**src/dot_types_pkg.sv**
```systemverilog
// Datapath package with element widths, vector typedefs and the half-beat struct
`default_nettype none

package dot_types_pkg;

   // ------------------------------------------------------------------
   // Widths
   // ------------------------------------------------------------------

   // Width of one unsigned vector element
   localparam int ELEM_W = 8;
   // Products and half sums keep twice the element width and wrap there
   localparam int PROD_W = 2 * ELEM_W;
   localparam int SUM_W = PROD_W;
   // Element pairs handled by one dot_half_lane
   localparam int LANES = 16;
   // The vector splits into a low and a high half
   localparam int HALVES = 2;
   // Input, product and tree-sum registers inside a lane
   localparam int LANE_STAGES = 3;
   localparam int HALF_W = LANES * ELEM_W;
   localparam int ACC_W = HALVES * SUM_W;

   // ------------------------------------------------------------------
   // Types
   // ------------------------------------------------------------------

   typedef logic [ELEM_W-1:0] elem_t;
   typedef logic [PROD_W-1:0] prod_t;
   typedef logic [SUM_W-1:0] half_sum_t;
   typedef logic [ACC_W-1:0] acc_t;
   // Element i sits in bits 8i+7 down to 8i
   typedef logic [HALVES*HALF_W-1:0] vec_t;
   typedef logic [HALF_W-1:0] half_vec_t;

   // One beat as seen by a single lane
   typedef struct packed {
      logic      valid;
      half_vec_t a;
      half_vec_t b;
   } half_beat_t;

endpackage

`default_nettype wire
```
**src/dot_half_lane.sv**
```systemverilog
// Sixteen-lane multiplier with registered adder tree and valid pipeline
`timescale 1ns/1ps
`default_nettype none

module dot_half_lane (
   input  logic                      clk,
   input  logic                      arst_n,
   input  logic                      ena,
   input  dot_types_pkg::half_beat_t beat,
   output dot_types_pkg::half_sum_t  sum,
   output logic                      sum_valid
);

   // One valid bit per register stage, oldest at the top
   logic [dot_types_pkg::LANE_STAGES-1:0] valid_q;

   // Stage one holds the raw element pairs
   dot_types_pkg::half_vec_t a_q;
   dot_types_pkg::half_vec_t b_q;

   // Stage two holds the sixteen products
   dot_types_pkg::prod_t prod_d [dot_types_pkg::LANES];
   dot_types_pkg::prod_t prod_q [dot_types_pkg::LANES];

   // Stage three holds the wrapped sum
   dot_types_pkg::half_sum_t tree_sum;
   dot_types_pkg::half_sum_t sum_q;

   // ------------------------------------------------------------------
   // Valid pipeline
   // ------------------------------------------------------------------

   // The valid bit shifts only on enabled cycles so it stays with its data
   always_ff @(posedge clk or negedge arst_n) begin
      if (!arst_n) begin
         valid_q <= '0;
      end else if (ena) begin
         valid_q <= {valid_q[dot_types_pkg::LANE_STAGES-2:0], beat.valid};
      end
   end

   // ------------------------------------------------------------------
   // Input register
   // ------------------------------------------------------------------

   always_ff @(posedge clk) begin
      if (ena) begin
         a_q <= beat.a;
         b_q <= beat.b;
      end
   end

   // ------------------------------------------------------------------
   // Multipliers
   // ------------------------------------------------------------------

   // Each lane picks its element pair out of the packed half vectors
   for (genvar i = 0; i < dot_types_pkg::LANES; i++) begin : g_mul
      dot_types_pkg::elem_t a_e;
      dot_types_pkg::elem_t b_e;

      assign a_e = a_q[i*dot_types_pkg::ELEM_W +: dot_types_pkg::ELEM_W];
      assign b_e = b_q[i*dot_types_pkg::ELEM_W +: dot_types_pkg::ELEM_W];
      // An 8 by 8 unsigned product always fits in 16 bits
      assign prod_d[i] = dot_types_pkg::prod_t'(a_e) * dot_types_pkg::prod_t'(b_e);
   end

   always_ff @(posedge clk) begin
      if (ena) begin
         prod_q <= prod_d;
      end
   end

   // ------------------------------------------------------------------
   // Adder tree
   // ------------------------------------------------------------------

   // Sixteen products reduce to one sum, carries above bit 15 are dropped
   always_comb begin
      tree_sum = '0;
      for (int i = 0; i < dot_types_pkg::LANES; i++) begin
         tree_sum = tree_sum + prod_q[i];
      end
   end

   always_ff @(posedge clk) begin
      if (ena) begin
         sum_q <= tree_sum;
      end
   end

   assign sum = sum_q;
   // The last valid stage lines up with the tree-sum register
   assign sum_valid = valid_q[dot_types_pkg::LANE_STAGES-1];

endmodule

`default_nettype wire

```
**config.mk**
```make
export PLATFORM = sky130hd
export DESIGN_NAME = dot_half_lane
export DESIGN_NICKNAME = d
export VERILOG_FILES = /design/src/dot_types_pkg.sv /design/src/dot_half_lane.sv
export SDC_FILE = /design/constraint.sdc
export NUM_CORES = 2
export LEC_CHECK = 0
export ABC_AREA = 1
export BUFFER_PORTS_ARGS = -buffer_cell sky130_fd_sc_hd__buf_4
export CORE_AREA = 2 2 478 480
export CTS_CLUSTER_SIZE = 25
export DETAILED_ROUTE_END_ITERATION = 8
export DIE_AREA = 0 0 480 482
export GPL_ROUTABILITY_DRIVEN = 0
export PLACE_DENSITY = 0.37
export SLEW_MARGIN = 20
export SYNTH_ARGS = -nofsm -noshare
export SYNTH_HDL_FRONTEND = slang
export SYNTH_SLANG_ARGS = --single-unit
```
**constraint.sdc**
```tcl
create_clock -name clk -period 6.9 [get_ports clk]
set_input_delay 0.69 -clock clk [delete_from_list [all_inputs] [get_ports clk]]
set_output_delay 0.69 -clock clk [all_outputs]
set_load 0.01 [all_outputs]
```
Word level (Yosys, flattened, before mapping)
Cells that the tools add are included.

word-level totals
  flip-flop bits (word level) = 531
  output and inout bits = 17
  bits of input ports = 260

operators by class
  $mul = 16
  add/subtract/negate cells = 15

operators by type and width
  operator        number
  $mul 8x8->16    16
  $add 16x16->16  15

Logic depth before layout (Yosys ltp)
  depth in word-level cells = 15
  depth in mapped cells = 28
  depth with buffers taken out = 28

Worst setup path after synthesis
Ideal clock, no wire load.

  path type = flip-flop to flip-flop
  start = register prod_q[194] in the netlist's numbering
  end = register sum_q[12], in the netlist sum[12], data pin
  cell stages (with the launch flop) = 18
  setup slack = 1.842 ns
  data required time = 6.636 ns
  arrival = 4.795 ns
  path through = edfxtp_1 > fa_1 > inv_1 > fa_1 > inv_1 > fa_1 > inv_1 > fa_1 > fa_1 > fa_1 > inv_1 > ha_1 > inv_1 > fa_1 > o21bai_1 > a21o_1 > a31oi_1 > xor2_1

on the way
  word-level cells in the longest chain between the ends = 13

ends and longest elaborated chain
  element                       RTL line             RTL
  from (decl)                   dot_half_lane.sv:23  dot_types_pkg::prod_t prod_q [dot_types_pkg::LANES];
  from (signal assigned)        dot_half_lane.sv:70  prod_q <= prod_d;
  $add 16x16->16 (13 in a row)  dot_half_lane.sv:82  tree_sum = tree_sum + prod_q[i];
  via tree_sum[12]              dot_half_lane.sv:26  dot_types_pkg::half_sum_t tree_sum;
  to (signal assigned)          dot_half_lane.sv:88  sum_q <= tree_sum;
  to (decl)                     dot_half_lane.sv:27  dot_types_pkg::half_sum_t sum_q;

The timed path passes the listed nets, and every way through them passes these cells.
A chain may end at the register's enable or synchronous reset.

Worst setup path after layout
Ends and elaborated chain as after synthesis.

==> impl_metrics.tcl <==
set metrics [dict create \
    worst_pin_slew_ps 1163 \
    violations "antenna violations" \
    cts.sink_count 531 \
    crit_chain "fa_1 > inv_1 > fa_1 > inv_1 > fa_1 > inv_1 > fa_1 > fa_1 > fa_1 > inv_1 > ha_1 > inv_1 > fa_1 > o21bai_1 > a21o_1 > a31oi_1 > xor2_1" \
    synth_area_leaders "edfxtp_1 (28%), fa_1 (28%), ha_1 (13%), inv_1 (12%), nand2_1 (9.2%)" \
    path_clk_slew_ps 60 \
    cts_tree "built" \
    htree_num_levels 3 \
    finalWorstSetupSlack_ps 1452 \
    antenna_found_initial 11 \
    track_usage 0.1353 \
    cts-root-buf "clkbuf_16" \
    grt_pass1_vias 39776 \
    yosysUniqueCellTypes 44 \
    hp-start "beat[125]" \
    grt_max_degree 159 \
    via_per_inst 3.979 \
    syn_area_per_cell_sq_um 9.388 \
    synth_top_area_share 0.2820 \
    initial_core_util 0.2483 \
    drt_wl_total_um 152500 \
    period_needed_ps 5448 \
    fin_crit_sh 0.7895 \
    route.vias.total 36519 \
    die_height_um 482 \
    drtIter0Drc 1532 \
    cp_data_required_time_ps 7340 \
    rows 175 \
    worstHoldPathType "in -> reg" \
    port_buffers 276 \
    fillers 24205 \
    grt_pass1_wl_um 238900 \
    hold_path_end "b_q[125]" \
    drv_slew 0 \
    hpwlAfterDp_um 125500 \
    ys_async_sr_fraction 0.005650 \
    synth_flop_cell "edfxtp_1" \
    synthCells 5988 \
    cp_slowest_cell "fa_1" \
    yosys_warnings 0 \
    fmax_ghz 0.1836 \
    critPathKind "reg -> reg" \
    reg2reg_from "prod_q[194]" \
    io_pins 277 \
    crit_arrival_ps 5890 \
    syn_nets 7620 \
    finalClockSkew_ps 35.01 \
    dieArea_sq_um 231400 \
    rsz0062_at_grt "no" \
    dp_slack_ps 1474 \
    multi_input_comb_area_sq_um 32790 \
    finalSetupViolations 0 \
    path_delay_family "adder cells" \
    firstDrtPassIters 5 \
    grt-ovfl-total 0 \
    endpoint_kind "flop" \
    cp_common_cell "fa_1" \
    layout-drive-gt1-share 0.07081 \
    worstSkewPairLatency_ps 710 \
    synth_commonest_cells "inv_1 (1736), nand2_1 (1375), fa_1 (775), ha_1 (597), edfxtp_1 (528)" \
    hold_viol 0 \
    rrSetupSlack_ps 1450 \
    reg2reg_to "sum[12]" \
    synth_top_area_cell "edfxtp_1" \
    avgRoutedWirePerCell_um 16.62 \
    status "finished, violations left" \
    final_antenna_net_count 1 \
    synth_most_common_cell "inv_1" \
    hold_depth 1 \
    ff2ff_path_depth 17 \
    ys_seq_elements 531 \
    critPathMaxStageDelay_ps 550 \
    numCtsBuffers 79 \
    core_sq_um 226400 \
    fin_setup_tns_ps 0 \
    slew_headroom 0.2248 \
    cap_viol_max_count 0 \
    netlist_area_sq_um 56220 \
    synth_edf_count 528 \
    finalNetCount 7725 \
    cp_num_buf_inv 5 \
    synth_seq_area_share 0.2834 \
    seq_area_sq_um 15930 \
    synthToLayoutAreaGrowth_pct 13.56 \
    cp-start-kind "flop" \
    die_w_um 480 \
    drcViolationCount 0 \
    clockBufferDepth 3 \
    crit_fanout 3 \
]
state kept, by name, summed over array words and instances (netlist names):
| register | flops |
|---|---|
| a_q | 128 |
| b_q | 128 |
| prod_q | 256 |
| sum | 16 |
| valid_q | 3 |
layer usage:
metal,GRT usage,routed length (um),vias to the layer above
met2,0.2256,71910,453
li1,-,-,17943
met3,0.01855,4394,139
met1,0.1846,72450,17980
met4,0.03339,3766,4
met5,0,30,-
through the flow:
stage / cells / hold slack, ps / utilization / instance area, sq um
2_1_floorplan: 5988 / 394.4 / - / 56220
3_3_place_gp: 9020 / 481.3 / 0.2702 / 61160
3_5_place_dp: 9020 / 483.4 / 0.2702 / 61160
4_1_cts: 9166 / 65.88 / 0.2818 / 63810
5_1_grt: 9168 / 87.96 / 0.2818 / 63810
6_report: 9179 / 160.5 / 0.2820 / 63840
cells by family after synthesis:
kind of cell	Yosys count	share of synthesized area
flip-flops	531	0.2834
buffers and inverters	1998	0.1334
adder cells (fa/ha/maj)	1372	0.4089
AND/OR/NAND/NOR	1554	0.1067
XOR/XNOR	213	0.03332
multiplexers	1	0.0002003
AO/OA/AOI/OAI	319	0.03419
timing repair:
item                      in CTS  in global routing
hold endpoints to repair       3                  0
hold buffers                   1                  0
setup buffers                  0                  0
resized for setup              0                  0
how the worst max path moves through the flow:
stage | from | endpoint | slack [ps] | cells past startpoint
3_3_place_gp | prod_q[194] | sum[12] | 1410 | 17
3_5_place_dp | prod_q[194] | sum[12] | 1470 | 17
2_1_floorplan | prod_q[194] | sum[12] | 1840 | 17
5_1_grt | prod_q[194] | sum[12] | 1220 | 17
4_1_cts | prod_q[194] | sum[12] | 1450 | 17
6_report | prod_q[194] | sum[12] | 1450 | 17
area by class of cell:
class                           instances  area share
Antenna cell                           13   0.0005096
Clock buffer                           85     0.03132
Clock inverter                         60    0.009917
Inverter                             1741      0.1024
Multi-Input combinational cell       3459      0.5136
Sequential cell                       531      0.2495
Tap cell                             3009     0.05897
Timing Repair Buffer                  281     0.03379
worst register-to-register path, cell delays in order, from the launching register on:
cell and delay, ps:
edfxtp_1 400, fa_1 550, inv_1 60, fa_1 530, inv_1 50, fa_1 510
inv_1 60, fa_1 550, fa_1 430, fa_1 440, inv_1 70, ha_1 160
inv_1 70, fa_1 470, o21bai_1 410, a21o_1 210, a31oi_1 90, xor2_1 150
layout by cell type (no fill, tap or decap), types with 6 or more instances in the layout:
cell       count
a21o_1        17
a21oi_1      165
a21oi_2        7
a31oi_1        9
buf_4        276
bufinv_16      9
clkbuf_1       6
clkbuf_16     79
clkinv_1      19
clkinv_2      10
clkinv_4       6
diode_2       13
edfxtp_1     528
fa_1         775
ha_1         597
inv_1       1736
inv_6          6
nand2_1     1375
nand3_1       65
nand4_1       11
nor2_1        83
nor3_1        10
o2111ai_1     20
o21ai_0       46
o21ai_1       10
o21ai_2        8
xnor2_1       65
xor2_1       147
Power is left out: the tool's default activity adds up to more than one toggle a clock period on the data nets, which glitch-free logic cannot reach.
