===== config.mk =====
export PLATFORM = sky130hd
export DESIGN_NAME = dot_seq_fsm
export DESIGN_NICKNAME = d
export VERILOG_FILES = /design/src/dot_types_pkg.sv /design/src/dot_ctrl_pkg.sv /design/src/dot_seq_fsm.sv
export SDC_FILE = /design/constraint.sdc
export NUM_CORES = 1
export LEC_CHECK = 0
export BUFFER_PORTS_ARGS = -buffer_cell sky130_fd_sc_hd__buf_2
export CORE_AREA = 4 4 41 43
export CTS_CLUSTER_DIAMETER = 60
export CTS_CLUSTER_SIZE = 12
export DETAILED_ROUTE_END_ITERATION = 6
export DIE_AREA = 0 0 45 47
export GPL_ROUTABILITY_DRIVEN = 0
export GPL_TIMING_DRIVEN = 0
export PLACE_DENSITY_LB_ADDON = 0.05
export SETUP_SLACK_MARGIN = 0.4
export SLEW_MARGIN = 0
export SYNTH_ARGS = -nofsm -noshare
export SYNTH_HDL_FRONTEND = slang
export SYNTH_SLANG_ARGS = --single-unit

===== constraint.sdc =====
create_clock -name clk -period 2.69 [get_ports clk]
set_clock_uncertainty 0.1 [all_clocks]
set_input_delay 0.1345 -clock clk [delete_from_list [all_inputs] [get_ports clk]]
set_output_delay 0.1345 -clock clk [all_outputs]
set_load 0.01 [all_outputs]

===== src/dot_types_pkg.sv =====
// Datapath package with element widths, vector typedefs and the half-beat struct
`default_nettype none

package dot_types_pkg;

   // ------------------------------------------------------------------
   // Widths
   // ------------------------------------------------------------------

   // Width of one unsigned vector element
   localparam int ELEM_W = 8;
   // Products and half sums keep twice the element width and wrap there
   localparam int PROD_W = 2 * ELEM_W;
   localparam int SUM_W = PROD_W;
   // Element pairs handled by one dot_half_lane
   localparam int LANES = 16;
   // The vector splits into a low and a high half
   localparam int HALVES = 2;
   // Input, product and tree-sum registers inside a lane
   localparam int LANE_STAGES = 3;
   localparam int HALF_W = LANES * ELEM_W;
   localparam int ACC_W = HALVES * SUM_W;

   // ------------------------------------------------------------------
   // Types
   // ------------------------------------------------------------------

   typedef logic [ELEM_W-1:0] elem_t;
   typedef logic [PROD_W-1:0] prod_t;
   typedef logic [SUM_W-1:0] half_sum_t;
   typedef logic [ACC_W-1:0] acc_t;
   // Element i sits in bits 8i+7 down to 8i
   typedef logic [HALVES*HALF_W-1:0] vec_t;
   typedef logic [HALF_W-1:0] half_vec_t;

   // One beat as seen by a single lane
   typedef struct packed {
      logic      valid;
      half_vec_t a;
      half_vec_t b;
   } half_beat_t;

endpackage

`default_nettype wire

===== src/dot_ctrl_pkg.sv =====
// Control package with the sequencer state enum, beat count type and drain length
`default_nettype none

package dot_ctrl_pkg;

   // Width of the burst and drain counter
   localparam int CNT_W = 8;

   typedef logic [CNT_W-1:0] beat_cnt_t;

   // The accumulator adds one register after the lane pipeline
   localparam int ACC_STAGES = 1;

   // Enabled cycles after the last beat until the final sum has landed
   localparam beat_cnt_t DRAIN_BEATS = beat_cnt_t'(dot_types_pkg::LANE_STAGES + ACC_STAGES);

   // ------------------------------------------------------------------
   // Sequencer states
   // ------------------------------------------------------------------

   // IDLE waits for start, RUN takes beats and DRAIN empties the pipeline
   typedef enum logic [1:0] {
      IDLE,
      RUN,
      DRAIN
   } ctrl_state_e;

endpackage

`default_nettype wire


===== src/dot_seq_fsm.sv =====
// Burst sequencer FSM that accepts start, issues beats, drains and pulses done
`timescale 1ns/1ps
`default_nettype none

module dot_seq_fsm (
   input  logic                    clk,
   input  logic                    arst_n,
   input  logic                    ena,
   input  logic                    start,
   input  dot_ctrl_pkg::beat_cnt_t burst_len,
   input  logic                    last,
   output logic                    cnt_load,
   output dot_ctrl_pkg::beat_cnt_t cnt_value,
   output logic                    cnt_dec,
   output logic                    acc_load,
   output logic                    beat_valid,
   output logic                    busy,
   output logic                    done
);

   dot_ctrl_pkg::ctrl_state_e state_q;
   dot_ctrl_pkg::ctrl_state_e state_d;
   logic                      done_d;
   logic                      done_q;

   // ------------------------------------------------------------------
   // Next state logic
   // ------------------------------------------------------------------

   always_comb begin
      state_d   = state_q;
      cnt_load  = 1'b0;
      cnt_value = '0;
      cnt_dec   = 1'b0;
      acc_load  = 1'b0;
      done_d    = 1'b0;
      case (state_q)
         dot_ctrl_pkg::IDLE: begin
            // A zero-length burst has nothing to do and is dropped
            if (start && (burst_len != '0)) begin
               state_d   = dot_ctrl_pkg::RUN;
               cnt_load  = 1'b1;
               cnt_value = burst_len;
               acc_load  = 1'b1;
            end
         end
         dot_ctrl_pkg::RUN: begin
            // Each enabled cycle consumes one vector pair
            if (ena) begin
               cnt_dec = 1'b1;
               if (last) begin
                  // Reuse the counter to time the pipeline drain
                  state_d   = dot_ctrl_pkg::DRAIN;
                  cnt_load  = 1'b1;
                  cnt_value = dot_ctrl_pkg::DRAIN_BEATS;
               end
            end
         end
         dot_ctrl_pkg::DRAIN: begin
            if (ena) begin
               cnt_dec = 1'b1;
               if (last) begin
                  state_d = dot_ctrl_pkg::IDLE;
                  done_d  = 1'b1;
               end
            end
         end
         default: begin
            state_d = dot_ctrl_pkg::IDLE;
         end
      endcase
   end

   // ------------------------------------------------------------------
   // State and done registers
   // ------------------------------------------------------------------

   always_ff @(posedge clk or negedge arst_n) begin
      if (!arst_n) begin
         state_q <= dot_ctrl_pkg::IDLE;
         done_q  <= 1'b0;
      end else begin
         state_q <= state_d;
         done_q  <= done_d;
      end
   end

   // Beats are offered for the whole RUN state, ena decides when they count
   assign beat_valid = (state_q == dot_ctrl_pkg::RUN);
   assign busy       = (state_q != dot_ctrl_pkg::IDLE);
   assign done       = done_q;

endmodule

`default_nettype wire


**Word level (Yosys, flattened, before mapping)**

Cells that the tools add are included.

- Register bits after elaboration: 3
- Input bits: 13
- Output and inout bits: 14
- Word-level logic and storage cells: 33

- Equality and inequality tests: 7
- Multiplexer cells: 18
- Reductions and logical operators: 6

Operators by type and width:

| operator | number |
|---|---|
| one-hot mux 8 bit (2 select lines) | 1 |
| 2-to-1 mux 2 bit | 5 |
| inequality test 2 bit (second input constant) | 5 |
| 2-to-1 mux 8 bit | 1 |
| nonzero test 8 bit | 1 |
| 2-to-1 mux 1 bit | 7 |
| 2-to-1 mux 3 bit | 2 |
| one-hot mux 2 bit (3 select lines) | 1 |
| AND reduction 5 bit | 1 |
| == test 2 x 1 -> 1 bit (second input constant) | 1 |
| == test 2 bit (second input constant) | 1 |
| zero test 2 bit | 1 |
| one-hot mux 1 bit (2 select lines) | 1 |
| nonzero test 2 bit | 1 |
| OR reduction 2 bit | 1 |
| logical AND 1 bit | 1 |

**Depth between registers and ports, before layout**

- Depth in word-level cells: 4
- Depth in mapped cells: 5

**Worst setup path before layout**

Ideal clock, no wire load.

- Path type: reg-to-reg
- Start: register state_q[1]
- End: register state_q[0]
- Library setup time: 0.134 ns
- Data arrival time: 1.238 ns
- Path slack: 1.218 ns
- Cell stages (with the launch flop): 6
- Buffers on the path: 0
- Period minus slack after synthesis: 1.472 ns
- Path through: dfrtp_1 -> inv_1 -> ha_1 -> o2bb2ai_2 -> mux2i_1 -> o211ai_2

- Longest elaborated chain between the ends: 3
- Elaborated cells on any way between the ends: 10
- Those cells by class: 7 x eq/ne; 1 x mux; 2 x reduce/logical

RTL lines:

| item | line | source |
|---|---|---|
| from (decl) | dot_seq_fsm.sv:21 | `dot_ctrl_pkg::ctrl_state_e state_q;` |
| from (signal assigned) | dot_seq_fsm.sv:80 | `state_q <= dot_ctrl_pkg::IDLE;` |
| from (signal assigned) | dot_seq_fsm.sv:83 | `state_q <= state_d;` |
| == test 2 x 1 -> 1 bit * | -- |  |
| named net beat_valid | dot_seq_fsm.sv:16 | `output logic beat_valid,` |
| inequality test 2 bit (no source line) | -- |  |
| AND reduction 5 bit (no source line) | -- |  |

The timed path passes the listed nets; every way through them passes the cells marked *.
A chain may end at the register's enable or synchronous reset.

**Final worst setup path**

- Start: register state_q[1]
- End: output port cnt_value[0]

- Longest elaborated chain between the ends: 2
- Elaborated cells on any way between the ends: 3
- Those cells by class: 1 x eq/ne; 1 x mux; 1 x reduce/logical

RTL lines:

| item | line | source |
|---|---|---|
| == test 2 x 1 -> 1 bit or zero test 2 bit (tied branches) | dot_seq_fsm.sv:37 | `case (state_q)` |
| one-hot mux 8 bit (2 select lines) * | dot_seq_fsm.sv:37 |  |
| to (decl) | dot_seq_fsm.sv:13 | `output dot_ctrl_pkg::beat_cnt_t cnt_value,` |

Mark *: on every way between the ends. The rest lies on a longest branch, timed or not.

==> results.yml <==
outcome:
  status: "completed"
drt:
  wirelength_um: 985
  detail-route-antenna-nets: 0
  via_count: 413
  drc: 0
  wl_per_cell_um: 10.9
  first_pass_iters: 2
  vias_per_cell: 4.59
  drtIter0Drc: 1
place:
  portBuffers: 26
  dp_hpwl_um: 819
  pre_cts_ws_ns: 0.975
clock_tree:
  clkTransAtPathRegs_ns: 0.03
  cts_root_buffer: "clkbuf_4"
  clock_sinks: 3
  cts_buffers: 3
  htreeDepth: 1
  post_cts_buffers: 0
  cts_tree: "built"
  clk-insertion-delay-late_ns: 0.23
  clockBufferDepth: 2
global_route:
  grt_pass1_vias: 366
  antenna_found_initial: 0
  grt_overflow: 0
  grt_max_degree: 11
  grt_usage_pct: 10.8
  grt_pass1_wl_mm: 1.58
die:
  fp.dieH_um: 47
  die-area_um2: 2120
  coreArea_um2: 1300
  die_width_um: 45
  rows: 13
  ios: 27
  start_util_pct: 31.3
sta:
  setup_viol: 0
  period_minus_slack_ns: 1.95
  hold_viol: 0
  grt_setup_unrepaired: "false"
  holdWs_ns: 0.0962
  tightest_slew_ns: 0.340
  setup_tns_ns: 0
  timing.fmax_ghz: 0.512
  period_share_pct: 72.6
  slew_headroom_pct: 77.4
  drv_slew: 0
  setup_slack_ns: 0.736
finish:
  mostFrequentLayoutCells: "buf_2, and3_1, ha_1"
  nFillCells: 152
  final_common_cell: "buf_2"
  diodes: 0
  areaGrowthSynthToFinish_pct: 45.4
  layout.nets: 94
  drive_above_1_share_pct: 46.7
synth:
  syn-cell-area_um2: 408
  ys_types: 18
  synth_nets: 62
  synth_warnings: 0
  yosysSeqAreaShare_pct: 18.4
  syn_area_per_cell_um2: 9.27
  synth_cells: 44
  synth-seq-cells: 3
run:
  cap_violations: 0
critical_path:
  required_ns: 2.46
  crit_path_end_kind: "primary output"
  cp-start-kind: "register"
  startpoint: "state_q[1]"
  arrival_ns: 1.72
  r2r-start: "state_q[1]"
  crit_path_max_fanout: 10
  crit_type: "register to primary output"
min_path:
  hp-class: "primary input to register"
  min_from: "last"
pwr:
  sequentialPowerShare_pct: 17.0
  p_sw_w: 0.000231
  clockPowerShare_pct: 15.3
  p_sw_share_pct: 45.7
  power_w: 0.000506
  ir_drop_mv: 0.366
  internal_power_w: 0.000274
  p_per_area_nw_per_um2: 853
  p_comb_share_pct: 67.6
  p_leak_nw: 0.353
power by group through the flow:
stage          registers (W)  clock network, W  logic, W
2_1_floorplan      0.0000808                 0  0.000240
3_3_place_gp       0.0000879                 0  0.000347
3_5_place_dp       0.0000867                 0  0.000346
4_1_cts            0.0000868         0.0000822  0.000348
5_1_grt            0.0000909         0.0000882  0.000387
6_report           0.0000860         0.0000776  0.000342
metal layers:
layer  GRT usage, %  vias to the layer above  share of wire, %
met5              0                        -                 0
met4           10.5                        0                 0
met1           14.8                      169                48
li1               -                      226                 -
met3           2.68                        0               8.9
met2           13.0                       18                43
state kept, by name (all words and copies together) (netlist names):
signal	cells
done	1
state_q	2
area by class of cell:
class | count | area [µm²] | share of cell area (%)
Buffer | 2 | 7.51 | 1.27
Clock buffer | 4 | 26.3 | 4.43
Inverter | 3 | 11.3 | 1.90
Multi-Input combinational cell | 36 | 314 | 53.0
Sequential cell | 3 | 75.1 | 12.7
Tap cell | 15 | 18.8 | 3.16
Timing Repair Buffer | 27 | 140 | 23.6
synthesized netlist by cell type:
cell type  instances  area share, %
ha_1               5             15
o21ai_1            1            1.2
o2bb2ai_2          1            3.7
nor2b_1            2            3.1
clkbuf_1           2            1.8
nand3_1            4            4.9
and2_1             1            1.5
nor4_4             2             10
and3b_1            2            4.3
and3_1             8             12
mux2i_1            2            4.9
inv_1              3            2.8
nor2_1             1           0.92
nand2_1            2            1.8
and2_4             1            2.1
dfrtp_1            3             18
o211ai_2           2            6.1
a41oi_1            2            4.3
final timing paths:
kind / end / slack, ns / cells past startpoint
setup reg to reg: state_q[0] / 1.07 / 5
min in group asynchronous: state_q[0] / 0.13 / 2
max in group asynchronous: state_q[1] / 2.25 / 2
hold reg to reg: state_q[1] / 0.52 / 2
hold / removal: done / 0.1 / 2
setup / recovery: cnt_value[0] / 0.74 / 5
timing repair:
| item | 4_1_cts | 5_1_grt |
|---|---|---|
| gates resized for setup | 0 | 0 |
| hold buffers | 1 | 0 |
| endpoints found under the hold margin | 3 | 0 |
| setup endpoints to repair | 0 | 0 |
critical path, stage by stage (launching register included):
cell and delay [ns]:
dfrtp_1 0.42, inv_1 0.14, ha_1 0.28, clkbuf_1 0.32
and3_1 0.20, buf_2 0.12
logic make-up after synthesis:
group	share of synthesized area (%)
simple gates	41.4
buf+inv	4.60
compound gates	15.3
flops	18.4
fa+ha+maj	15.3
mux	4.91
per-stage QoR:
stage,cells,cell area [µm²],util [%]
2_1_floorplan,44,408,-
3_3_place_gp,85,557,42.8
3_5_place_dp,85,557,42.8
4_1_cts,90,593,45.6
5_1_grt,90,593,45.6
6_report,90,593,45.6
(Power assumes the default switching activity.)
