[config.mk]
export PLATFORM = sky130hd
export DESIGN_NAME = dot_accumulator
export DESIGN_NICKNAME = d
export VERILOG_FILES = /design/src/dot_types_pkg.sv /design/src/dot_accumulator.sv
export SDC_FILE = /design/constraint.sdc
export NUM_CORES = 1
export LEC_CHECK = 0
export ABC_AREA = 1
export BUFFER_PORTS_ARGS = -buffer_cell sky130_fd_sc_hd__buf_2
export CAP_MARGIN = 40
export CORE_ASPECT_RATIO = 0.9
export CORE_MARGIN = 2
export CORE_UTILIZATION = 37
export DETAILED_ROUTE_END_ITERATION = 7
export PLACE_DENSITY = 0.69
export SKIP_CTS_REPAIR_TIMING = 1
export SYNTH_ARGS = -nofsm -noshare
export SYNTH_HDL_FRONTEND = slang
export SYNTH_SLANG_ARGS = --single-unit
[constraint.sdc]
create_clock -name clk -period 4.2 [get_ports clk]
set_input_delay 0.84 -clock clk [delete_from_list [all_inputs] [get_ports clk]]
set_output_delay 0.84 -clock clk [all_outputs]
set_load 0.005 [all_outputs]
[src/dot_types_pkg.sv]
// Datapath package with element widths, vector typedefs and the half-beat struct
`default_nettype none

package dot_types_pkg;

   // ------------------------------------------------------------------
   // Widths
   // ------------------------------------------------------------------

   // Width of one unsigned vector element
   localparam int ELEM_W = 8;
   // Products and half sums keep twice the element width and wrap there
   localparam int PROD_W = 2 * ELEM_W;
   localparam int SUM_W = PROD_W;
   // Element pairs handled by one dot_half_lane
   localparam int LANES = 16;
   // The vector splits into a low and a high half
   localparam int HALVES = 2;
   // Input, product and tree-sum registers inside a lane
   localparam int LANE_STAGES = 3;
   localparam int HALF_W = LANES * ELEM_W;
   localparam int ACC_W = HALVES * SUM_W;

   // ------------------------------------------------------------------
   // Types
   // ------------------------------------------------------------------

   typedef logic [ELEM_W-1:0] elem_t;
   typedef logic [PROD_W-1:0] prod_t;
   typedef logic [SUM_W-1:0] half_sum_t;
   typedef logic [ACC_W-1:0] acc_t;
   // Element i sits in bits 8i+7 down to 8i
   typedef logic [HALVES*HALF_W-1:0] vec_t;
   typedef logic [HALF_W-1:0] half_vec_t;

   // One beat as seen by a single lane
   typedef struct packed {
      logic      valid;
      half_vec_t a;
      half_vec_t b;
   } half_beat_t;

endpackage

`default_nettype wire
[src/dot_accumulator.sv]
// Split-half accumulator that loads an initial value and adds both lane sums
`timescale 1ns/1ps
`default_nettype none

module dot_accumulator (
   input  logic                     clk,
   input  logic                     arst_n,
   input  logic                     ena,
   input  logic                     acc_load,
   input  dot_types_pkg::acc_t      acc_init,
   input  dot_types_pkg::half_sum_t lo_sum,
   input  logic                     lo_valid,
   input  dot_types_pkg::half_sum_t hi_sum,
   output dot_types_pkg::acc_t      result
);

   dot_types_pkg::acc_t result_q;

   // Current halves of the accumulator
   dot_types_pkg::half_sum_t lo_cur;
   dot_types_pkg::half_sum_t hi_cur;

   // Next halves, each one wraps on its own
   dot_types_pkg::half_sum_t lo_next;
   dot_types_pkg::half_sum_t hi_next;

   assign lo_cur = result_q[dot_types_pkg::SUM_W-1:0];
   assign hi_cur = result_q[dot_types_pkg::ACC_W-1:dot_types_pkg::SUM_W];

   // No carry passes from the low half into the high half
   assign lo_next = lo_cur + lo_sum;
   assign hi_next = hi_cur + hi_sum;

   // ------------------------------------------------------------------
   // Accumulator register
   // ------------------------------------------------------------------

   // A load from the sequencer wins over any sum still arriving
   // Both lanes run in lockstep so the low valid stands for both
   always_ff @(posedge clk or negedge arst_n) begin
      if (!arst_n) begin
         result_q <= '0;
      end else if (acc_load) begin
         result_q <= acc_init;
      end else if (ena && lo_valid) begin
         result_q <= {hi_next, lo_next};
      end
   end

   assign result = result_q;

endmodule

`default_nettype wire

======== Yosys cells after proc, flatten, opt, wreduce, memory -nomap -nowiden ========
Index checks and enable logic that the tools add are counted.
word-level totals
  flip-flop bits (word level) ............. 32
  input port bits ......................... 69
  output and inout bits ................... 32
  logic and storage cells ................. 7
cells by class
  add/sub/neg operators ................... 2
  muxes and demuxes ....................... 2
  reduce and logical (&&, ||, !) cells .... 2
operators with widths
  kind                number
  32-bit two-way mux  2
  16-bit adder        2
  2-bit nonzero test  1
  1-bit logical AND   1

======== Depth between registers and ports, before layout ========
Gate-level depths: netlist of run 1.
  word-level depth ........................ 3
  depth in mapped cells ................... 11
  mapped depth without buffers ............ 11

======== Worst setup path before layout of run 1 ========
OpenSTA, ideal clock, no wires.
  path kind ............................... input port to flip-flop
  start point ............................. in hi_sum[0]
  end point ............................... reg result_q[28] (netlist: result[28])
  library setup time ...................... 0.117 ns
  arrival ................................. 1.986 ns
  required time ........................... 4.083 ns
  slack ................................... 2.097 ns
  stages on the path ...................... 9
  path buffers ............................ 0
  cells stage by stage .................... ha_1 -> fa_1 -> nand2_1 -> nand2_1 -> and2_4 -> nand3_1 -> nand4_1 -> nand3_1 -> nand2_1
on the way
  longest elaborated chain between the ends .. 3
RTL lines
  element               RTL line               text
  start, declared       dot_accumulator.sv:13  input dot_types_pkg::half_sum_t hi_sum,
  16-bit adder          dot_accumulator.sv:32  assign hi_next = hi_cur + hi_sum;
  32-bit two-way mux    dot_accumulator.sv:45  end else if (ena && lo_valid) begin
  32-bit two-way mux    dot_accumulator.sv:43  end else if (acc_load) begin
  end signal, assigned  dot_accumulator.sv:44  result_q <= acc_init;
  end signal, assigned  dot_accumulator.sv:46  result_q <= {hi_next, lo_next};
  end, declared         dot_accumulator.sv:17  dot_types_pkg::acc_t result_q;
Every way passes these cells. The select of a mux whose other input is x is not followed.
A chain may end at the register's enable or synchronous reset.

======== Final worst setup path of run 1 ========
  start point ............................. in lo_sum[0]
  end point ............................... reg result_q[14] (netlist: result[14])
on the way
  longest elaborated chain between the ends .. 3
RTL lines
  element             RTL line               text
  start, declared     dot_accumulator.sv:11  input dot_types_pkg::half_sum_t lo_sum,
  16-bit adder        dot_accumulator.sv:31  assign lo_next = lo_cur + lo_sum;
  32-bit two-way mux  dot_accumulator.sv:45
  32-bit two-way mux  dot_accumulator.sv:43
Every way passes these cells. The select of a mux whose other input is x is not followed.

==> results by group, run 1 <==
Layout
  – Synth-to-layout area growth: 21.3%
  – Register Area: 801 um2
  – Max FFs per register: 32
  – Utilization after layout: 0.463
  – Most frequent cells in the layout: nand2_1, buf_2, inv_1
  – Commonest non-fill, non-tap cell in the layout: nand2_1
  – FILL cells: 912
  – Fraction of layout cells with a size suffix above 1: 0.218
  – Area of the multi-input gates: 2060 um2
  – Net count, final: 710
  – Antenna cell count: 0

Timing
  – Min Tclk post-route: 2.09 ns
  – Fmax: 0.479 GHz
  – Worst-Margin Slew: 0.808 ns
  – Hold Vio Cnt, Final: 0
  – Fin Clk Skew: 0.0103 ns
  – RSZ-0062 raised after global routing: false
  – Final worst-path cycle share: 0.498
  – Worst Slack Setup Final: 2.11 ns
  – Max Transition Viols Final: 0
  – Final setup vio count: 0
  – Setup TNS Final: 0 ns
  – Worst slew margin: 0.461

Power and ir drop
  – Pwr Total: 0.00129 W
  – Pwr per Cell Area: 324 nW/um2
  – Leakage: 2.36 nW
  – Worst vdd ir: 127 uV

Detailed routing
  – Pre-antenna DRT Iters: 4
  – 1st-iter DRT viols: 95
  – DRC: 0
  – WL/cell: 12.0 um
  – DRT antenna net count: 0
  – Via count: 3451
  – WL final: 8750 um
  – Via density per instance: 4.73

Floorplan
  – Row cnt: 32
  – IO Pins: 101
  – Die Y: 93.5 um
  – Starting Density: 0.382
  – Full die area: 9660 um2
  – Die Wd: 103 um
  – Core region area: 8610 um2

Critical path
  – Worst R2R End: result[14]
  – CP Capture Point: result[14]
  – Data arrival, critical path: 2.27 ns
  – R2R Path Start: result[0]
  – CP startpoint kind: input port
  – R2r setup slk: 2.35 ns
  – Crit Path Class: in2reg
  – CP max FO: 4
  – Worst Setup SP: lo_sum[0]
  – CP endpoint kind: flip-flop
  – R2r worst-path depth: 10
  – Critical Path RT: 4.38 ns

Clock network
  – CTS H-tree depth: 2
  – CTS Buffer Depth: 2
  – CTS tree: done
  – Reg clk slew, reported paths: 0.08 ns
  – Worst-skew pair later-pin latency: 0.29 ns
  – Clock root cell: clkbuf_8
  – Total CTS buffers: 5
  – Clk sinks: 32

Placed design
  – Port buffer count: 100
  – Routability Congestion: 0.910
  – Place WS: 1.83 ns
  – DP HPWL: 6780 um

Yosys
  – Post-synth top area share: 0.243
  – Post-Synthesis Cells: 510
  – Largest cells by area after synthesis: dfrtp_1, nand2_1, ha_1
  – Yosys warning count: 0
  – Cell variety after synth: 34
  – Synth area leader: dfrtp_1
  – Syn Std Cell Area: 3290 um2
  – Seq/Total Area, Yosys: 0.243
  – Synthesized flop and latch total: 32
  – Syn Nets: 611
  – Avg Inst Size Synth: 6.45 um2

Global routing
  – Global route overflow: 0
  – Global Route Usage Sum: 0.184
  – Largest net degree at the start of global routing: 35
  – First-pass GRT wire length: 14300 um
  – Initial antenna violation count: 0
  – Vias in the first global route: 3313

Run status
  – Status: complete, no violations

Flow run
  – Max-Cap Viols: 0

Worst hold path
  – Worst hold path class: reg2reg
-- per-stage QoR --
stage / hold WS, ns / cell area (um2) / instances
2_1_floorplan: 0.514 / 3290 / 510
3_3_place_gp: 0.511 / 3880 / 721
3_5_place_dp: 0.524 / 3880 / 721
4_1_cts: 0.543 / 3990 / 729
5_1_grt: 0.576 / 3990 / 729
6_report: 0.540 / 3990 / 729
-- routing by layer --
| layer | vias up | GRT usage | wire length (um) |
|---|---|---|---|
| li1 | 1812 | - | - |
| met5 | - | 0 | 0 |
| met3 | 16 | 0.0329 | 530 |
| met1 | 1517 | 0.235 | 3850 |
| met2 | 106 | 0.317 | 4190 |
| met4 | 0 | 0.0493 | 175 |
-- cells by family (layout without fill, tap and decap cells) --
| kind of cell | after synthesis | after routing | synth area share |
|---|---|---|---|
| compound gates | 55 | 55 | 0.115 |
| xor+xnor | 8 | 8 | 0.0213 |
| fa+ha+maj | 32 | 32 | 0.126 |
| buf+inv | 106 | 206 | 0.132 |
| flops | 32 | 32 | 0.243 |
| simple gates | 277 | 277 | 0.362 |
-- Yosys cell counts (all sizes together) --
master	number
nand3	38
a21oi	19
o211ai	4
ha	30
dfrtp	32
buf	7
inv	90
or2	2
nand4	2
o21ai	6
clkbuf	1
nor2	26
nor3	6
xnor2	8
and2	2
nand2	198
fa	2
clkinv	8
o311ai	2
a31oi	4
nand3b	3
o21bai	2
a22o	18
-- report_power, final --
| group | internal (W) | switching [W] |
|---|---|---|
| Sequential | 0.000350 | 0.0000372 |
| Combinational | 0.000246 | 0.000352 |
| Clock | 0.000176 | 0.000132 |
| Total | 0.000772 | 0.000521 |
-- worst min-delay path by stage --
stage                from  slack (ns)  cells past startpoint          to
5_1_grt         result[5]        0.58                      2   result[5]
4_1_cts         result[5]        0.54                      2   result[5]
3_3_place_gp   result[22]        0.51                      2  result[22]
2_1_floorplan   result[5]        0.51                      2   result[5]
6_report        result[5]        0.54                      2   result[5]
3_5_place_dp    result[5]        0.52                      2   result[5]
-- layout make-up --
type	instances	share of cell area
Inverter	98	0.0941
Clock buffer	6	0.0182
Multi-Input combinational cell	372	0.515
Timing Repair Buffer	100	0.125
Tap cell	119	0.0373
Clock inverter	2	0.00878
Sequential cell	32	0.201
-- critical path, stage by stage --
cell and delay, ns:
buf_2 0.10, ha_1 0.22, fa_1 0.38, nand2_1 0.10, nand2_1 0.08, nand3_1 0.07, nand2_1 0.13, nand2_1 0.12
nand3_1 0.08, nand3_1 0.09, nand2_1 0.05
Power figures use the tool's default switching activity.
==> inputs of run 2 (changes only) <==
==> constraint.sdc (replaced) <==
create_clock -name clk -period 2.1 [get_ports clk]
set_input_delay 0.42 -clock clk [delete_from_list [all_inputs] [get_ports clk]]
set_output_delay 0.42 -clock clk [all_outputs]
set_load 0.005 [all_outputs]
==> results by group, run 2 (synthesized netlist as in run 1, its figures left out) <==
Timing
  – Worst Slack Setup Final: 0.289 ns
  – Worst slew margin: 0.691
  – Max Transition Viols Final: 0
  – Worst-Margin Slew: 0.464 ns
  – Final setup vio count: 0
  – Min Tclk post-route: 1.81 ns
  – Fin Clk Skew: 0.00878 ns
  – RSZ-0062 raised after global routing: false
  – Setup TNS Final: 0 ns
  – Fmax: 0.552 GHz
  – Final worst-path cycle share: 0.863
  – Hold Vio Cnt, Final: 0

Detailed routing
  – WL/cell: 12.1 um
  – Met2 Routed Length: 4330 um
  – Highest metal used: met4
  – Met1 WL: 3980 um
  – DRC: 0
  – Via density per instance: 4.78
  – WL final: 8870 um
  – Metal3 WL: 407 um
  – 1st-iter DRT viols: 111
  – DRT antenna net count: 0
  – Pre-antenna DRT Iters: 4
  – Via count: 3496

Layout
  – Max FFs per register: 32
  – Synth-to-layout area growth: 21.5%
  – FILL cells: 902
  – Final Non-Filler Cells: 732
  – Commonest non-fill, non-tap cell in the layout: nand2_1
  – Fraction of layout cells with a size suffix above 1: 0.223
  – Area of the multi-input gates: 2060 um2
  – Antenna cell count: 0
  – Register Area: 801 um2
  – Net count, final: 713
  – Most frequent cells in the layout: nand2_1, buf_2, inv_1

Placed design
  – Port buffer count: 100
  – DP HPWL: 6920 um
  – Dpl cells: 724
  – Place WS: 0.175 ns
  – Routability Congestion: 0.864

Floorplan
  – IO Pins: 101
  – Die Y: 93.5 um
  – Core region area: 8610 um2
  – Die Wd: 103 um
  – Full die area: 9660 um2
  – Starting Density: 0.382
  – Row cnt: 32

Power and ir drop
  – Pwr Total: 0.00250 W
  – Switching power total: 0.00104 W
  – Pwr per Cell Area: 626 nW/um2
  – Reg power frac: 0.311
  – Leakage: 2.38 nW
  – Int Power: 0.00146 W
  – Worst vdd ir: 283 uV
  – Clock power share: 0.210
  – Switching share of power: 0.418
  – Logic gate share of total power: 0.478

Clock network
  – CTS Buffer Depth: 2
  – Clk sinks: 32
  – Clock root cell: clkbuf_8
  – CTS H-tree depth: 2
  – Total CTS buffers: 5
  – Reg clk slew, reported paths: 0.08 ns
  – Worst-skew pair later-pin latency: 0.29 ns
  – CTS tree: done

Global routing
  – Largest net degree at the start of global routing: 33
  – Global route overflow: 0
  – Global Route Usage Sum: 0.185
  – First-pass GRT wire length: 14400 um
  – Initial antenna violation count: 0
  – Vias in the first global route: 3357

Critical path
  – CP endpoint kind: flip-flop
  – Crit Path Class: reg2reg
  – Data arrival, critical path: 1.99 ns
  – CP startpoint kind: flip-flop
  – Critical Path RT: 2.28 ns
  – CP max FO: 4

Flow run
  – Max-Cap Viols: 0

Worst hold path
  – Worst hold path class: in2async

Run status
  – Status: complete, no violations
[run 2: power by group through the flow]
stage	combinational [W]	clock (W)	sequential [W]
2_1_floorplan	0.000844	0	0.000785
3_3_place_gp	0.00117	0	0.000786
3_5_place_dp	0.00119	0	0.000790
4_1_cts	0.00120	0.000543	0.000778
5_1_grt	0.00137	0.000558	0.000790
6_report	0.00120	0.000526	0.000778
[run 2: worst paths after layout]
kind / from / to / slack, ns / cells after the start
worst min register to register: result[5] / result[5] / 0.54 / 2
min in group clk: acc_init[5] / result[5] / 0.35 / 3
worst max-delay path: result[0] / result[14] / 0.29 / 10
worst min-delay path: arst_n / result[19] / 0.17 / 2
worst max register to register: result[0] / result[14] / 0.29 / 10
max in group asynchronous: arst_n / result[7] / 1.60 / 2
[run 2: stage by stage]
stage	instance area (um2)	hold WS, ns	utilization
after floorplan	3290	0.124	-
after global placement	3900	0.486	0.453
after detailed placement	3900	0.491	0.453
after CTS	4000	0.178	0.464
after global routing	4000	0.205	0.464
final	4000	0.167	0.464
[run 2: critical path, stage by stage, from the launching register on]
cell and delay [ns]:
dfrtp_1 0.40, ha_1 0.22, fa_1 0.39, nand2_1 0.10, nand2_1 0.08, nand3_1 0.08, nand2_1 0.11, nand2_1 0.11
nand3_1 0.08, nand3_1 0.09, nand2_1 0.05
[run 2: cell type report]
| cell class | count | share of cell area |
|---|---|---|
| Tap cell | 119 | 0.0373 |
| Clock inverter | 2 | 0.00250 |
| Clock buffer | 6 | 0.0207 |
| Inverter | 98 | 0.0939 |
| Sequential cell | 32 | 0.200 |
| Multi-Input combinational cell | 372 | 0.514 |
| Timing Repair Buffer | 103 | 0.131 |
[run 2: routing by layer]
metal / GRT usage / up-vias
li1: - / 1813
met1: 0.221 / 1572
met2: 0.341 / 96
met3: 0.0277 / 15
met4: 0.0482 / 0
met5: 0 / -
