[src/dot_types_pkg.sv]
// Datapath package with element widths, vector typedefs and the half-beat struct
`default_nettype none

package dot_types_pkg;

   // ------------------------------------------------------------------
   // Widths
   // ------------------------------------------------------------------

   // Width of one unsigned vector element
   localparam int ELEM_W = 8;
   // Products and half sums keep twice the element width and wrap there
   localparam int PROD_W = 2 * ELEM_W;
   localparam int SUM_W = PROD_W;
   // Element pairs handled by one dot_half_lane
   localparam int LANES = 16;
   // The vector splits into a low and a high half
   localparam int HALVES = 2;
   // Input, product and tree-sum registers inside a lane
   localparam int LANE_STAGES = 3;
   localparam int HALF_W = LANES * ELEM_W;
   localparam int ACC_W = HALVES * SUM_W;

   // ------------------------------------------------------------------
   // Types
   // ------------------------------------------------------------------

   typedef logic [ELEM_W-1:0] elem_t;
   typedef logic [PROD_W-1:0] prod_t;
   typedef logic [SUM_W-1:0] half_sum_t;
   typedef logic [ACC_W-1:0] acc_t;
   // Element i sits in bits 8i+7 down to 8i
   typedef logic [HALVES*HALF_W-1:0] vec_t;
   typedef logic [HALF_W-1:0] half_vec_t;

   // One beat as seen by a single lane
   typedef struct packed {
      logic      valid;
      half_vec_t a;
      half_vec_t b;
   } half_beat_t;

endpackage

`default_nettype wire
[src/dot_ctrl_pkg.sv]
// Control package with the sequencer state enum, beat count type and drain length
`default_nettype none

package dot_ctrl_pkg;

   // Width of the burst and drain counter
   localparam int CNT_W = 8;

   typedef logic [CNT_W-1:0] beat_cnt_t;

   // The accumulator adds one register after the lane pipeline
   localparam int ACC_STAGES = 1;

   // Enabled cycles after the last beat until the final sum has landed
   localparam beat_cnt_t DRAIN_BEATS = beat_cnt_t'(dot_types_pkg::LANE_STAGES + ACC_STAGES);

   // ------------------------------------------------------------------
   // Sequencer states
   // ------------------------------------------------------------------

   // IDLE waits for start, RUN takes beats and DRAIN empties the pipeline
   typedef enum logic [1:0] {
      IDLE,
      RUN,
      DRAIN
   } ctrl_state_e;

endpackage

`default_nettype wire

[src/beat_counter.sv]
// Loadable down-counter for burst and drain beats with a registered last flag
`timescale 1ns/1ps
`default_nettype none

module beat_counter (
   input  logic                    clk,
   input  logic                    arst_n,
   input  logic                    load,
   input  dot_ctrl_pkg::beat_cnt_t load_value,
   input  logic                    dec,
   output logic                    last
);

   dot_ctrl_pkg::beat_cnt_t count_q;
   logic                    last_q;

   // ------------------------------------------------------------------
   // Counter
   // ------------------------------------------------------------------

   // Load has priority, so the sequencer can reload on the final beat
   // The last flag is computed from the value the count is about to take
   always_ff @(posedge clk or negedge arst_n) begin
      if (!arst_n) begin
         count_q <= '0;
         last_q  <= 1'b0;
      end else if (load) begin
         count_q <= load_value;
         last_q  <= (load_value == dot_ctrl_pkg::beat_cnt_t'(1));
      end else if (dec && (count_q != '0)) begin
         count_q <= count_q - dot_ctrl_pkg::beat_cnt_t'(1);
         // Stepping down from two lands on one
         last_q  <= (count_q == dot_ctrl_pkg::beat_cnt_t'(2));
      end
   end

   // High while the count equals one
   assign last = last_q;

endmodule

`default_nettype wire

[config.mk]
export PLATFORM = sky130hd
export DESIGN_NAME = beat_counter
export DESIGN_NICKNAME = d
export VERILOG_FILES = /design/src/dot_types_pkg.sv /design/src/dot_ctrl_pkg.sv /design/src/beat_counter.sv
export SDC_FILE = /design/constraint.sdc
export NUM_CORES = 1
export LEC_CHECK = 0
export ABC_AREA = 1
export BUFFER_PORTS_ARGS = -buffer_cell sky130_fd_sc_hd__buf_2
export CORE_MARGIN = 1
export CORE_UTILIZATION = 43
export DETAILED_ROUTE_END_ITERATION = 8
export GPL_TIMING_DRIVEN = 0
export SLEW_MARGIN = 10
export SYNTH_ARGS = -nofsm -noshare
export SYNTH_HDL_FRONTEND = slang
export SYNTH_SLANG_ARGS = --single-unit
[constraint.sdc]
create_clock -name clk -period 3.3 [get_ports clk]
set_input_delay 0.99 -clock clk [delete_from_list [all_inputs] [get_ports clk]]
set_output_delay 0.99 -clock clk [all_outputs]
set_load 0.005 [all_outputs]
======== Word-level counts from Yosys, hierarchy flattened ========
Cells that the tools add are included.
storage, ports and cells
  flip-flop bits (word level) ............. 9
  bits in latches ......................... 0
  memory bits (writable) .................. 0
  bits in read-only memories .............. 0
  input bits .............................. 12
  output and inout bits ................... 1
  word-level logic and storage cells ...... 12
  memories ................................ 0
cells by class
  add/subtract/negate cells ............... 1
  $mul .................................... 0
  divide/modulo/power cells ............... 0
  $lt $le $gt $ge ......................... 0
  equal/unequal tests ..................... 2
  shift operators ......................... 0
  mux-type cells .......................... 4
  bitwise logic cells ..................... 0
  reductions and logical operators ........ 3
operators with widths
  cell                 count
  $mux 8               2
  $eq 8x1->1 const B   1
  $eq 8x2->1 const B   1
  $reduce_bool 8->1    1
  $sub 8x1->8 const B  1
  $mux 1               2
  $reduce_bool 2->1    1
  $logic_and 1x1->1    1

======== Longest topological paths before layout ========
Gate-level depths: netlist of run 1.
  word-level depth ........................ 4
  depth in mapped cells ................... 8

======== Worst setup path before layout of run 1 ========
No wires, ideal clock.
  path kind ............................... input to register
  start ................................... in load
  end ..................................... reg count_q[0]
  data arrival time ....................... 1.462 ns
  path slack .............................. 1.718 ns
  stages on the path ...................... 5
  buffers on the path ..................... 1
  cell sequence ........................... inv_1 > nand2_2 > buf_6 > nand2_1 > o21ai_2
on the way
  longest elaborated chain between the ends .. 1
  elaborated cells between the ends (all ways) .. 2
  those cells by class .................... mux (1); reduce/logical (1)
RTL lines
  element                                             RTL line            RTL
  start: declaration                                  beat_counter.sv:8   input logic load,
  $mux 8 / $reduce_bool 2->1 (equally long branches)  --
  end signal: assignment                              beat_counter.sv:28  count_q <= load_value;
  end signal: assignment                              beat_counter.sv:31  count_q <= count_q - dot_ctrl_pkg::beat_cnt_t'(1);
  end: declaration                                    beat_counter.sv:14  dot_ctrl_pkg::beat_cnt_t count_q;
Parallel ways exist; a longest one is shown, timed or not.
A chain may end at the register's enable or synchronous reset.

======== Final worst setup path of run 1 ========
  start ................................... reg last_q, in the netlist last
  end ..................................... out last
RTL lines
  element                   RTL line            RTL
  start: declaration        beat_counter.sv:15  logic last_q;
  start signal: assignment  beat_counter.sv:29  last_q <= (load_value == dot_ctrl_pkg::beat_cnt_t'(1));
  start signal: assignment  beat_counter.sv:33  last_q <= (count_q == dot_ctrl_pkg::beat_cnt_t'(2));
  end: declaration          beat_counter.sv:11  output logic last
No word-level cell between the ends.

==> results of run 1 <==
[kinds of logic (layout without fill, tap and decap cells)]
| family | count (synthesis) | after routing | share of synthesized area [%] |
|---|---|---|---|
| flops | 9 | 9 | 31.6 |
| buf+inv | 14 | 30 | 9.67 |
| xor+xnor | 1 | 1 | 1.23 |
| fa+ha+maj | 3 | 3 | 5.27 |
| simple gates | 67 | 67 | 42.5 |
| compound gates | 9 | 9 | 9.67 |
[per-stage QoR]
step	util [%]	hold slack, ns	power (mW)	instance area [um2]
after floorplan	-	0.465	0.237	712
after global placement	52.0	0.456	0.267	792
after detailed placement	52.0	0.463	0.269	792
after CTS	53.7	0.479	0.358	818
after global routing	53.7	0.483	0.382	818
final	53.7	0.485	0.354	818
[power by group]
group | internal [mW] | total [mW] | switching (mW)
clock network | 0.0467 | 0.0869 | 0.0402
logic | 0.0470 | 0.118 | 0.0711
registers | 0.126 | 0.149 | 0.0221
[layer usage]
layer | wire length, um | vias up
met3 | 44 | 5
met4 | 32 | 0
met2 | 710 | 12
met1 | 751 | 308
met5 | 0 | -
li1 | - | 357
[cell usage in the layout, fill, tap and decap left out, types with 2 or more instances in the layout]
cell       n
clkbuf_4   3
nand2_1   37
nand3b_1   2
o21ai_2    3
nor2_1    10
inv_1     12
nand2_2    2
buf_2     12
ha_1       3
o21ai_0    4
nand3_1   11
dfrtp_1    9
[cell usage after synthesis, drive strengths merged]
cell type and count:
nand3 12, nor2 11, nor3 1, nand4 1, o22ai 1, nand2 40
ha 3, buf 1, o21ai 8, dfrtp 9, nand3b 2, xnor2 1
inv 12, dlymetal6s2s 1
[worst paths after layout]
path                             from         end  slack, ns  cells past startpoint
max                              last        last       1.55                      1
min                              last        last       0.48                      2
max reg2reg                count_q[0]        last       1.84                      8
min reg2reg                      last        last       0.48                      2
max in group asynchronous      arst_n        last       2.54                      1
min in group asynchronous      arst_n  count_q[5]       0.57                      1
[state kept, by name, indices dropped and copies added (netlist names)]
name     cells
count_q      8
last         1
[area by class of cell]
| class | instances | area, um2 |
|---|---|---|
| Fill cell | 164 | 706 |
| Tap cell | 16 | 20.0 |
| Clock buffer | 4 | 26.3 |
| Timing Repair Buffer | 12 | 60.1 |
| Buffer | 2 | 23.8 |
| Inverter | 12 | 45.0 |
| Multi-Input combinational cell | 80 | 418 |
| Sequential cell | 9 | 225 |
==> results.txt, run 1 <==
Status - complete, no violations
Worst EP arrival - 0.76 ns
Die Y - 42.7 um
Worst setup EP type - primary output
GRT busiest layer - met2
Hold Crit Class - register to register
Setup Viol. Count Final - 0
Critical path peak fanout - 2
Initial antenna violation count - 0
Post-DP HPWL - 1210 um
Num CTS Buffers - 3
Final min period - 1.75 ns
Detail Route Antenna Nets - 0
Cts-stage hold buffer count - 0
CP max stage cell - dfrtp_1
Crit path largest cell delay - 0.38 ns
Pwr Density - 432 mW/mm2
Initial core utilization - 46.7%
Wirelength per Cell - 11.4 um
CTS sink cnt - 9
Worst-Margin Slew - 0.342 ns
Die X - 42.7 um
Area growth syn-to-layout - 14.9%
Maximum clock insertion buffer count - 2
Kind of cell adding the most delay to the critical path - flip-flops
N_diodes - 0
Fin cells - 135
Lkg Pwr - 0.453 nW
First-pass GRT wire length - 2730 um
Register bit count reported by yosys - 9
Routing usage on met1 - 26.0%
# Post-CTS Setup Buffers - 0
Final hold violation count - 0
Core area - 0.00152 mm2
Layout cells sized above 1 - 21.0%
RSZ-0062 raised after global routing - no
Slew headroom - 77.2%
Net Count, Synth - 118
Worst Path Required - 2.31 ns
Top cell type's share of synthesized area - 31.6%
CTS tree - yes
Clock root buffer - clkbuf_4
Routability cong. - 0.769
H-tree depth - 1
Vias/cell - 5.05
Netlist Area Pre-Place - 712 um2
Clock transition at path regs - 0.06 ns
Ports - 13
Overall routed net length - 1540 um
Buf/Inv on CP - 1
Max Freq - 571 MHz
M2 GR Usage - 32.1%
Number of library cell types mapped by synthesis - 20
Vias - 682
Drc violations - 0
Clock Latency Late Sink - 0.27 ns
GRT met3 Usage - 2.55%
Register area share after synthesis - 31.6%
Tcrit/Tclk final - 53.1%
Core Rows - 14
DRT Pass-1 Iters - 4
Drt initial violations - 19
Startpoint types - register
CP Cell Sequence - buf_2
Crit Path Class - register to primary output
Setup ws final - 1.55 ns
Nets@finish - 135
Die ar. - 0.00182 mm2
GR Overflow Total - 0
Buffers on Ports - 12
Pre-CTS setup slack - 1.47 ns
Fin. max-slew vios - 0
Via count of the first global-routing pass - 647
Ys Warns - 0
Mapped Cells - 103
Largest net degree at the start of global routing - 11
Max-Cap Viols - 0
Ranking of synthesized cells by area - dfrtp_1 (32%), nand2_1 (20%), nand3_1 (7.7%)
Avg Cell Area, Syn - 6.91 um2
Clock Skews - 0.00583 ns
Cell taking the most area after synthesis - dfrtp_1
DP Cell Count - 131
CTS resizes - 0
Setup TNS - 0 ns
Max rail drop VDD - 247 uV
Gr usage total - 19.9%
Note: power is estimated with default switching activity, not from simulation.
==> inputs of run 2 (changes only) <==
ABC_AREA = 0   (was 1)
PLACE_DENSITY = 0.68   (was not set)
clock period = 1.6 ns   (was 3.3 ns; I/O delays follow)
==> results.txt, run 2 <==
Status - finished, violations left
Failing checks - negative setup slack
Post-Route Utilization - 68.0%
Fillers - 97
Core area - 0.00119 mm2
Nets@finish - 101
First-pass GRT wire length - 2040 um
Worst Path Required - 1.74 ns
RSZ-0062 raised after global routing - yes
Top cell type's share of synthesized area - 38.5%
Commonest non-fill, non-tap cell in the layout - buf_2
Worst setup EP type - register
Buffers on Ports - 11
Number of library cell types mapped by synthesis - 26
Ports - 13
Maximum clock insertion buffer count - 2
Clock transition at path regs - 0.06 ns
Die ar. - 0.00151 mm2
EDFF count, synth - 0
Pre-CTS setup slack - -0.225 ns
Register area share after synthesis - 38.5%
Critical path peak fanout - 4
Final hold violation count - 0
Gr usage total - 20.0%
Via count of the first global-routing pass - 498
Largest reg by FF count - count_q
Cts-stage hold buffer count - 0
Clock Skews - 0.000670 ns
Top-count cell post-synth - dfrtp_1
CTS sink cnt - 9
Clock Latency Late Sink - 0.25 ns
Largest net degree at the start of global routing - 11
WHS - 0.0652 ns
Synth Area in Simple Gates - 21.2%
Worst-Margin Slew - 0.416 ns
Crit Path Class - register to register
Max rail drop VDD - 491 uV
Tcrit/Tclk final - 108%
Final min period - 1.73 ns
Die X - 38.9 um
Depth of the worst register-to-register path - 4
Multiplexer area fraction after synthesis - 5.56%
Routability cong. - 0.706
Clock root buffer - clkbuf_4
Num CTS Buffers - 3
Max Freq - 579 MHz
Fin. max-slew vios - 0
Setup ws final - -0.128 ns
Startpoint types - register
DRT Pass-1 Iters - 4
Synth cell count leaders - dfrtp_1 (9), nand2_1 (7), o21ai_0 (7)
M2 GR Usage - 30.4%
Area growth syn-to-layout - 37.8%
H-tree depth - 1
Vias - 560
Max reg flops - 8
Drc violations - 0
Ys async rst share - 100%
Net Count, Synth - 80
Ranking of synthesized cells by area - dfrtp_1 (38%), ha_1 (6.4%), o21ai_0 (6.0%)
Vias/cell - 5.66
Post-DP HPWL - 934 um
Ys Warns - 0
Die Y - 38.9 um
Core Rows - 12
Synth Area in Compound Gates - 20.1%
Netlist Area Pre-Place - 586 um2
Synth Area in XOR/XNOR - 4.49%
Pwr Density - 794 mW/mm2
DP Cell Count - 90
Synth Area in Adders - 6.41%
Detail Route Antenna Nets - 0
Max-Cap Viols - 0
Wirelength per Cell - 13.2 um
Lkg Pwr - 0.328 nW
Initial core utilization - 49.4%
Drt initial violations - 10
GR Overflow Total - 0
Main flop type after synthesis - dfrtp_1
Layout cells sized above 1 - 36.5%
Slew headroom - 72.1%
Fin cells - 99
Cell taking the most area after synthesis - dfrtp_1
Largest family of logic cells by synthesized area - simple AND/OR/NAND/NOR gates
Most frequent cells in the layout - buf_2 (11), dfrtp_1 (9), nand2_1 (7), o21ai_0 (7), buf_4 (5)
GRT busiest layer - met2
Overall routed net length - 1310 um
Register bit count reported by yosys - 9
Initial antenna violation count - 0
N_diodes - 0
Setup Viol. Count Final - 2
Avg Cell Area, Syn - 9.01 um2
CTS tree - yes
Mapped Cells - 65
GRT met3 Usage - 1.73%
Worst EP arrival - 1.87 ns
Hold Crit Class - primary input to async pin
Routing usage on met1 - 29.3%
-- run 2: power by group --
part	switching (mW)	leakage [nW]	internal (mW)
sequential	0.0397	0.109	0.251
clock	0.0736	0.0150	0.0957
combinational	0.0909	0.204	0.0900
-- run 2: per-stage QoR --
stage,cell area [um2],setup TNS [ns],power (mW)
after detailed placement,677,-0.759,0.416
final,807,-0.139,0.641
after global placement,677,-0.691,0.412
after global routing,807,-0.369,0.678
after CTS,736,-0.210,0.603
after floorplan,604,-0.0285,0.371
-- run 2: per-layer routing --
metal	vias to the layer above	routed length [um]
met5	-	0
met4	0	0
met3	0	71
met2	19	597
met1	260	643
li1	281	-
-- run 2: worst max-delay path: stages, from the launching register on --
cell and delay (ns):
dfrtp_1 0.41, or4b_4 0.59, a2111oi_4 0.22, xor2_1 0.12, mux2_2 0.27
-- run 2: what timing repair did --
action | CTS | global route
endpoints found under the setup margin | 4 | 5
setup buffers | 2 | 3
resized for setup | 4 | 7
gates cloned | 0 | 0
pin swaps | 4 | 2
-- run 2: cells by family (layout without fill, tap and decap cells) --
logic type                 Yosys count  in the layout
and+or+nand+nor                     23             23
AOI/OAI and AO/OA                   18             18
DFF                                  9              9
buffers and inverters                6             26
adders and majority gates            3              3
xor gates and xnor gates             3              3
muxes                                3              3
-- run 2: worst paths after layout --
kind	from	endpoint	slack [ns]
min	arst_n	last	0.07
max	count_q[1]	count_q[7]	-0.13
max in group asynchronous	arst_n	count_q[4]	1.36
max reg2reg	count_q[1]	count_q[7]	-0.13
min in group clk	load_value[0]	count_q[0]	0.45
min reg2reg	last	last	0.51
-- run 2: layout make-up --
class,count,area (um2),share of cell area (%)
clock buffer,4,26.3,3.26
multi-input combinational,50,423,52.4
sequential,9,225,27.9
timing repair buffer,16,92.6,11.5
inverter,4,15.0,1.86
buffer,2,7.51,0.930
tap,14,17.5,2.17
